File: src/verilog/link_pkg.sv
// Link package: UART bit timing and result message format
`default_nettype none

package link_pkg;

    // --------------------
    // Serial timing
    // --------------------
    localparam int clks_per_bit = 8;    // Bit period in cclk cycles

    // --------------------
    // Message format
    // --------------------
    localparam logic [7:0] msg_header = 8'hA5;
    localparam int         msg_bytes  = 12;   // Header + 3 + 4 + 4

    typedef logic [7:0] byte_t;

endpackage

`default_nettype wire

File: src/verilog/video_pkg.sv
// Video package: camera-side constants and the pixel stream and result types
`default_nettype none

package video_pkg;

    localparam int pixel_width  = 8;
    localparam int coord_width  = 10;   // Covers 640 columns, 480 rows
    localparam int sum_s_width  = 20;
    localparam int sum_sx_width = 28;
    localparam int sum_sy_width = 28;

    // Raw Camera Link bundle, left tap only
    typedef struct packed {
        logic                   fval;
        logic                   lval;
        logic                   dval;
        logic [pixel_width-1:0] data;
    } cam_in_t;

    // Conditioned pixel stream
    typedef struct packed {
        logic                   de;          // One accepted pixel
        logic                   frame_end;   // Pulse after fval falls
        logic [coord_width-1:0] x;
        logic [coord_width-1:0] y;
        logic [pixel_width-1:0] data;
    } pix_stream_t;

    // One frame's gravity sums
    typedef struct packed {
        logic [sum_s_width-1:0]  sum_s;
        logic [sum_sx_width-1:0] sum_sx;
        logic [sum_sy_width-1:0] sum_sy;
    } gravity_t;

endpackage

`default_nettype wire
File: src/verilog/camera_input.sv
// Camera input: registers the Camera Link left tap and tags each pixel with x/y
`timescale 1ns/10ps
`default_nettype none

module camera_input (
    input  wire                    cclk,
    input  wire                    reset,
    input  wire video_pkg::cam_in_t cam,
    output video_pkg::pix_stream_t stream
);

    logic                              fval_q;
    logic                              lval_q;
    logic [video_pkg::coord_width-1:0] x_cnt;
    logic [video_pkg::coord_width-1:0] y_cnt;
    logic                              accept;
    logic                              line_done;

    assign accept    = cam.fval & cam.lval & cam.dval;
    assign line_done = lval_q & ~cam.lval & cam.fval;   // lval falling inside frame

    // Sync history for edge detection
    always_ff @(posedge cclk) begin
        if (reset) begin
            fval_q <= 1'b0;
            lval_q <= 1'b0;
        end else begin
            fval_q <= cam.fval;
            lval_q <= cam.lval;
        end
    end

    // --------------------
    // Coordinate counters
    // --------------------
    always_ff @(posedge cclk) begin
        if (reset) begin
            x_cnt <= '0;
            y_cnt <= '0;
        end else if (!cam.fval) begin
            x_cnt <= '0;   // Idle between frames
            y_cnt <= '0;
        end else begin
            if (!cam.lval) begin
                x_cnt <= '0;
            end else if (accept) begin
                x_cnt <= x_cnt + 1;
            end
            if (line_done) begin
                y_cnt <= y_cnt + 1;
            end
        end
    end

    // Stream output, one cycle after the camera inputs
    always_ff @(posedge cclk) begin
        stream.x    <= x_cnt;      // Count before this pixel
        stream.y    <= y_cnt;
        stream.data <= cam.data;
        if (reset) begin
            stream.de        <= 1'b0;
            stream.frame_end <= 1'b0;
        end else begin
            stream.de        <= accept;
            stream.frame_end <= fval_q & ~cam.fval;
        end
    end

endmodule

`default_nettype wire

File: src/verilog/eye_tracker_top.sv
// Eye tracker top: camera capture, pupil gravity sums and UART result link
`timescale 1ns/10ps
`default_nettype none

module eye_tracker_top (
    input  wire                              cclk,
    input  wire                              reset,
    input  wire video_pkg::cam_in_t          cam,
    input  wire [video_pkg::pixel_width-1:0] threshold,
    output logic                             uart_txd
);

    video_pkg::pix_stream_t stream;
    video_pkg::gravity_t    result;
    logic                   result_valid;
    logic                   tx_start;
    link_pkg::byte_t        tx_byte;
    logic                   tx_busy;

    // --------------------
    // Capture and gravity
    // --------------------
    camera_input camera_input_i (
        .cclk   (cclk),
        .reset  (reset),
        .cam    (cam),
        .stream (stream)
    );

    gravity_accum gravity_accum_i (
        .cclk         (cclk),
        .reset        (reset),
        .stream       (stream),
        .threshold    (threshold),
        .result       (result),
        .result_valid (result_valid)
    );

    // --------------------
    // Result link
    // --------------------
    result_sender result_sender_i (
        .cclk         (cclk),
        .reset        (reset),
        .result       (result),
        .result_valid (result_valid),   // Ignored while a message is out
        .tx_busy      (tx_busy),
        .tx_start     (tx_start),
        .tx_byte      (tx_byte)
    );

    uart_tx uart_tx_i (
        .cclk     (cclk),
        .reset    (reset),
        .tx_start (tx_start),
        .tx_byte  (tx_byte),
        .tx_busy  (tx_busy),
        .txd      (uart_txd)
    );

endmodule

`default_nettype wire

File: src/verilog/gravity_accum.sv
// Gravity accumulator: binarizes pixels and sums count, x and y per frame
`timescale 1ns/10ps
`default_nettype none

module gravity_accum (
    input  wire                              cclk,
    input  wire                              reset,
    input  wire video_pkg::pix_stream_t      stream,
    input  wire [video_pkg::pixel_width-1:0] threshold,
    output video_pkg::gravity_t              result,
    output logic                             result_valid
);

    logic [video_pkg::sum_s_width-1:0]  sum_s;
    logic [video_pkg::sum_sx_width-1:0] sum_sx;
    logic [video_pkg::sum_sy_width-1:0] sum_sy;
    logic [video_pkg::sum_sx_width-1:0] x_ext;
    logic [video_pkg::sum_sy_width-1:0] y_ext;
    logic                               pupil;

    // Dark pixel, strictly below threshold
    assign pupil = stream.de & (stream.data < threshold);

    // Zero-extend coordinates to accumulator width
    assign x_ext = {{(video_pkg::sum_sx_width - video_pkg::coord_width){1'b0}}, stream.x};
    assign y_ext = {{(video_pkg::sum_sy_width - video_pkg::coord_width){1'b0}}, stream.y};

    // --------------------
    // Frame accumulators
    // --------------------
    always_ff @(posedge cclk) begin
        if (reset) begin
            sum_s        <= '0;
            sum_sx       <= '0;
            sum_sy       <= '0;
            result_valid <= 1'b0;
        end else begin
            result_valid <= stream.frame_end;
            if (stream.frame_end) begin
                sum_s  <= '0;           // Ready for next frame
                sum_sx <= '0;
                sum_sy <= '0;
            end else if (pupil) begin
                sum_s  <= sum_s + 1;
                sum_sx <= sum_sx + x_ext;
                sum_sy <= sum_sy + y_ext;
            end
        end
    end

    // Result snapshot, valid with result_valid
    always_ff @(posedge cclk) begin
        if (stream.frame_end) begin
            result.sum_s  <= sum_s;
            result.sum_sx <= sum_sx;
            result.sum_sy <= sum_sy;
        end
    end

endmodule

`default_nettype wire

File: src/verilog/result_sender.sv
// Result sender: turns one frame result into the 12-byte UART message
`timescale 1ns/10ps
`default_nettype none

module result_sender (
    input  wire                  cclk,
    input  wire                  reset,
    input  wire video_pkg::gravity_t result,
    input  wire                  result_valid,
    input  wire                  tx_busy,
    output logic                 tx_start,
    output link_pkg::byte_t      tx_byte
);

    logic [link_pkg::msg_bytes*8-1:0] msg;        // Remaining bytes, MSB first
    logic [3:0]                       byte_idx;   // Bytes handed to the UART
    logic                             active;
    logic                             tx_free;
    logic                             load;
    logic                             send;

    // UART idle and no strobe in flight
    assign tx_free = ~tx_start & ~tx_busy;
    assign load    = ~active & result_valid;      // Dropped while active
    assign send    = active & tx_free & (byte_idx != link_pkg::msg_bytes);

    // --------------------
    // Message control
    // --------------------
    always_ff @(posedge cclk) begin
        if (reset) begin
            active   <= 1'b0;
            byte_idx <= '0;
            tx_start <= 1'b0;
        end else begin
            tx_start <= 1'b0;
            if (load) begin
                active   <= 1'b1;
                byte_idx <= '0;
            end else if (send) begin
                tx_start <= 1'b1;
                byte_idx <= byte_idx + 1;
            end else if (active && tx_free) begin
                active <= 1'b0;   // Last stop bit done
            end
        end
    end

    // Message word, sums zero-extended to whole bytes
    always_ff @(posedge cclk) begin
        if (load) begin
            msg <= {link_pkg::msg_header,
                    {(24 - video_pkg::sum_s_width){1'b0}}, result.sum_s,
                    {(32 - video_pkg::sum_sx_width){1'b0}}, result.sum_sx,
                    {(32 - video_pkg::sum_sy_width){1'b0}}, result.sum_sy};
        end else if (send) begin
            tx_byte <= msg[link_pkg::msg_bytes*8-1 -: 8];
            msg     <= msg << 8;
        end
    end

endmodule

`default_nettype wire

File: src/verilog/uart_tx.sv
// UART transmitter: 8N1 serial output with the bit period counted in cclk cycles
`timescale 1ns/10ps
`default_nettype none

module uart_tx (
    input  wire             cclk,
    input  wire             reset,
    input  wire             tx_start,
    input  wire link_pkg::byte_t tx_byte,
    output logic            tx_busy,
    output logic            txd
);

    logic [9:0]                                 shifter;   // Stop, data, start
    logic [3:0]                                 bit_cnt;
    logic [$clog2(link_pkg::clks_per_bit)-1:0]  clk_cnt;

    assign txd = shifter[0];   // Idles high through the stop-bit fill

    always_ff @(posedge cclk) begin
        if (reset) begin
            shifter <= '1;
            bit_cnt <= '0;
            clk_cnt <= '0;
            tx_busy <= 1'b0;
        end else if (!tx_busy) begin
            if (tx_start) begin
                shifter <= {1'b1, tx_byte, 1'b0};
                bit_cnt <= '0;
                clk_cnt <= '0;
                tx_busy <= 1'b1;
            end
        end else begin
            // --------------------
            // Bit period timing
            // --------------------
            if (clk_cnt == link_pkg::clks_per_bit - 1) begin
                clk_cnt <= '0;
                shifter <= {1'b1, shifter[9:1]};   // LSB first
                if (bit_cnt == 4'd9) begin
                    tx_busy <= 1'b0;               // Stop bit finished
                end else begin
                    bit_cnt <= bit_cnt + 1;
                end
            end else begin
                clk_cnt <= clk_cnt + 1;
            end
        end
    end

endmodule

`default_nettype wire

File: config.mk
export PLATFORM = sky130hd
export DESIGN_NAME = eye_tracker_top
export DESIGN_NICKNAME = d
export VERILOG_FILES = /design/src/verilog/link_pkg.sv /design/src/verilog/video_pkg.sv /design/src/verilog/camera_input.sv /design/src/verilog/eye_tracker_top.sv /design/src/verilog/gravity_accum.sv /design/src/verilog/result_sender.sv /design/src/verilog/uart_tx.sv
export SDC_FILE = /design/constraint.sdc
export NUM_CORES = 1
export LEC_CHECK = 0
export BUFFER_PORTS_ARGS = -buffer_cell sky130_fd_sc_hd__buf_2
export CAP_MARGIN = 20
export CORE_MARGIN = 2
export CORE_UTILIZATION = 45
export DETAILED_ROUTE_END_ITERATION = 8
export HOLD_SLACK_MARGIN = 0.12
export PLACE_DENSITY = 0.68
export SLEW_MARGIN = 20
export SYNTH_ARGS = -nofsm -noshare
export SYNTH_HDL_FRONTEND = slang
export SYNTH_SLANG_ARGS = --single-unit
File: constraint.sdc
create_clock -name cclk -period 6.4 [get_ports cclk]
set_clock_uncertainty 0.05 [all_clocks]
set_input_delay 1.28 -clock cclk [delete_from_list [all_inputs] [get_ports cclk]]
set_output_delay 1.28 -clock cclk [all_outputs]
set_load 0.05 [all_outputs]
==> flow_summary.yaml <==
timing:
  totalNegativeSetupSlack_ns: 0
  grt_setup_unrepaired: "no"
  fmax_mhz: 314
  timing_hold_violations_final: 0
  post-route-min-period_ns: 3.19
  final_min_period_over_clock_period_pct: 49.8
  fin_worst_hold_slack_ns: 0.314
  final-setup-viol-count: 0
  slew-limit-headroom_pct: 28.8
  finalMaxSlewViolations: 0
  timing_worst_slew_pin_value_ns: 1.07
critical_path:
  arrival_ns: 3.52
  crit_path_end_kind: "register"
  critical_path_required_ns: 6.73
  path_class: "input port to register"
  worst-r2r-setup-slack_ns: 3.27
  setup.worst_path.start_class: "input port"
  worstPathMaxFanout: 20
floorplan:
  initial_core_util_pct: 45.7
  top_level_ports: 22
  rows: 62
  die-height_um: 175
  fp.coreArea_um2: 28700
  die-width_um: 175
  fp.dieArea_um2: 30600
route:
  ant_nets: 0
  drt_first_iter_violations: 516
  drt_drc_violations_left: 0
  post_drt_via_cell_ratio: 5.26
  vias: 8079
  avgRoutedWirePerCell_um: 15.3
  drt_pre_antenna_iters: 4
  total_wire_length_um: 23600
flow_run:
  cap_viol_max_count: 0
synthesis:
  syn-cell-area_um2: 13100
  post_synthesis_cell_type_with_the_largest_combined_area: "sky130_fd_sc_hd__edfxtp_1"
  share_of_async_settable_or_async_resettable_flops_after_synthesis_pct: 0
  total_nets_after_synthesis: 1170
  cell_types_occupying_the_most_area_after_synthesis: "sky130_fd_sc_hd__edfxtp_1 37%, sky130_fd_sc_hd__dfxtp_1 26%, sky130_fd_sc_hd__a22o_1 4.5%, sky130_fd_sc_hd__ha_1 3.4%, sky130_fd_sc_hd__xor2_1 3.4%"
  synth-seq-cells: 332
  synth_edf_count: 160
  synth_top_cell_area_share_pct: 36.6
  syn_area_per_cell_um2: 11.8
  synth_cell_type_count: 64
  ys.warnings.count: 0
  sequential_area_share_after_synthesis_pct: 62.8
  postSynth.topFlopCell: "sky130_fd_sc_hd__dfxtp_1"
  post_synth_inst_count: 1111
placement:
  port_buffers: 21
  dpl.hpwl_um: 14400
  globalplace.congestion: 0.767
grt:
  antenna_found_initial: 0
  grt_util_all_layers_pct: 15.8
  grt_pass1_vias: 7958
  grt_max_degree: 94
  grt_first_pass_wirelength_um: 39600
  grt_overflow: 0
power:
  share_seq_of_total_power_pct: 52.8
  ir_drop_mv: 0.177
  report.power.total_w: 0.00434
  power_report.internal_total_w: 0.00345
  leakage_nw: 5.48
  pwr-share-comb_pct: 2.5
  power.share.switching_pct: 20.4
  switching_power_w: 0.000887
  power_density_nw_per_um2: 294
  share_clk_of_total_power_pct: 44.7
cts:
  insertion_delay_ns: 0.51
  post-cts-setup-buffer-count: 0
  cts_repair_resize_count: 0
  cts_tree: "yes"
  cts_sinks: 332
  cts_made_buffers: 34
  clk_transition_reported_paths_ns: 0.06
  clock_tree.buffer_depth: 3
  clk_root_buffer_cell: "sky130_fd_sc_hd__clkbuf_16"
  htreeDepth: 2
  cts_hold_buf: 0
finish:
  post_route_cells_drive_above_1_share_pct: 8.76
  num-fill-cells: 2511
  design.final.nets: 1187
  antenna_cells: 0
  area_delta_synth_final_pct: 12.3
run_status:
  result_of_the_run: "finished clean"
min_path:
  hold_class: "register to register"
==> critical path, stage by stage <==
cell and delay, ns:
sky130_fd_sc_hd__buf_2 0.07, sky130_fd_sc_hd__inv_1 0.03, sky130_fd_sc_hd__ha_1 0.26, sky130_fd_sc_hd__o21ai_0 0.07
sky130_fd_sc_hd__o21ai_0 0.49, sky130_fd_sc_hd__a21o_1 0.65, sky130_fd_sc_hd__buf_4 0.35, sky130_fd_sc_hd__nor3_1 0.10
sky130_fd_sc_hd__xnor2_1 0.15, sky130_fd_sc_hd__nor2_1 0.05
==> cell usage in the layout, fill, tap and decap left out, types with 30 or more instances in the layout <==
cell and n:
sky130_fd_sc_hd__edfxtp_1 160, sky130_fd_sc_hd__dfxtp_1 171, sky130_fd_sc_hd__a22o_1 68, sky130_fd_sc_hd__xnor2_1 30, sky130_fd_sc_hd__nand3_1 35, sky130_fd_sc_hd__clkbuf_16 35, sky130_fd_sc_hd__nor2_1 95, sky130_fd_sc_hd__a21oi_1 53
sky130_fd_sc_hd__ha_1 36, sky130_fd_sc_hd__xor2_1 51, sky130_fd_sc_hd__nand2_1 116
==> synthesized netlist by cell type (2+ instances only) <==
master	n
sky130_fd_sc_hd__nand3_1	35
sky130_fd_sc_hd__a22o_1	68
sky130_fd_sc_hd__nor4_1	5
sky130_fd_sc_hd__o211ai_1	14
sky130_fd_sc_hd__o2111ai_1	4
sky130_fd_sc_hd__or3_1	2
sky130_fd_sc_hd__nor2b_1	8
sky130_fd_sc_hd__edfxtp_1	160
sky130_fd_sc_hd__o41ai_1	2
sky130_fd_sc_hd__a21o_1	7
sky130_fd_sc_hd__o21ai_0	22
sky130_fd_sc_hd__nor2_1	95
sky130_fd_sc_hd__nand4_1	20
sky130_fd_sc_hd__o21bai_1	2
sky130_fd_sc_hd__clkbuf_1	42
sky130_fd_sc_hd__ha_1	36
sky130_fd_sc_hd__a21oi_1	54
sky130_fd_sc_hd__o21ai_1	2
sky130_fd_sc_hd__and4_1	5
sky130_fd_sc_hd__nor3_1	17
sky130_fd_sc_hd__mux2i_1	11
sky130_fd_sc_hd__dfxtp_1	172
sky130_fd_sc_hd__xor2_1	51
sky130_fd_sc_hd__a211oi_1	9
sky130_fd_sc_hd__and3_1	12
sky130_fd_sc_hd__buf_2	8
sky130_fd_sc_hd__nand3b_1	4
sky130_fd_sc_hd__nand2_1	117
sky130_fd_sc_hd__nor3b_1	4
sky130_fd_sc_hd__and2_1	17
sky130_fd_sc_hd__o21a_1	3
sky130_fd_sc_hd__nand2b_1	15
sky130_fd_sc_hd__a31oi_1	4
sky130_fd_sc_hd__xnor2_1	30
sky130_fd_sc_hd__a41o_1	3
sky130_fd_sc_hd__inv_1	22
sky130_fd_sc_hd__fa_1	2
==> state kept, by name, indices dropped and copies added (netlist names), 8 cells and up <==
| register | cells |
|---|---|
| camera_input_i.x_cnt | 10 |
| camera_input_i.y_cnt | 10 |
| gravity_accum_i.sum_sy | 28 |
| gravity_accum_i.sum_s | 20 |
| result_sender_i.msg | 96 |
| uart_tx_i.shifter | 9 |
| gravity_accum_i.result | 76 |
| result_sender_i.tx_byte | 8 |
| gravity_accum_i.sum_sx | 28 |
| camera_input_i.stream | 30 |
==> cell families (layout without fill, tap and decap cells) <==
logic type / Yosys count / after routing / synth area share [%]
adder cells (fa/ha/maj): 38 / 38 / 3.74
buffers and inverters: 73 / 115 / 2.16
AO/OA/AOI/OAI: 210 / 210 / 11.6
AND/OR/NAND/NOR: 366 / 366 / 13.4
multiplexers: 11 / 11 / 0.839
XOR/XNOR: 81 / 81 / 5.40
flip-flops: 332 / 332 / 62.8
==> metal layers <==
metal  track usage, %  wire length (um)  share of wire [%]
met5                0                 0                  0
met1             20.9             10800                 46
met3             2.63               876                3.7
met4             5.21               632                2.7
met2             26.6             11200                 48
==> metrics by stage <==
stage / instances / setup slack, ns / util, % / area [um2]
finish: 1537 / 3.21 / 51.4 / 14700
global route: 1537 / 2.99 / 51.4 / 14700
CTS: 1536 / 3.23 / 51.3 / 14700
detailed placement: 1475 / 2.68 / 47.4 / 13600
global placement: 1475 / 2.72 / 47.4 / 13600
floorplan: 1111 / 3.21 / - / 13100
==> path summary, 6_finish.rpt <==
check | depth (start not counted) | end | from
setup reg to reg | 6 | result_sender_i.msg[43] | uart_tx_i.tx_busy
setup / recovery | 10 | gravity_accum_i.sum_s[9] | threshold[2]
hold / removal | 0 | camera_input_i.stream[27] | camera_input_i.x_cnt[9]
hold reg to reg | 0 | camera_input_i.stream[27] | camera_input_i.x_cnt[9]
==> final cells by class <==
| class | count | area [um2] | share of cell area (%) |
|---|---|---|---|
| clock buffer | 42 | 922 | 6.25 |
| sequential | 332 | 8250 | 56.0 |
| multi-input combinational | 706 | 4620 | 31.4 |
| timing repair buffer | 32 | 208 | 1.41 |
| inverter | 22 | 82.6 | 0.560 |
| clock inverter | 19 | 178 | 1.20 |
| tap | 384 | 480 | 3.26 |
==> power groups by stage <==
stage          Combinational (W)  Clock [W]  Sequential [W]
2_1_floorplan          0.0000734          0         0.00233
3_5_place_dp            0.000107          0         0.00234
5_1_grt                 0.000122    0.00207         0.00230
6_report                0.000107    0.00194         0.00229
3_3_place_gp            0.000102          0         0.00234
4_1_cts                 0.000107    0.00199         0.00229
(Power assumes the default switching activity.)
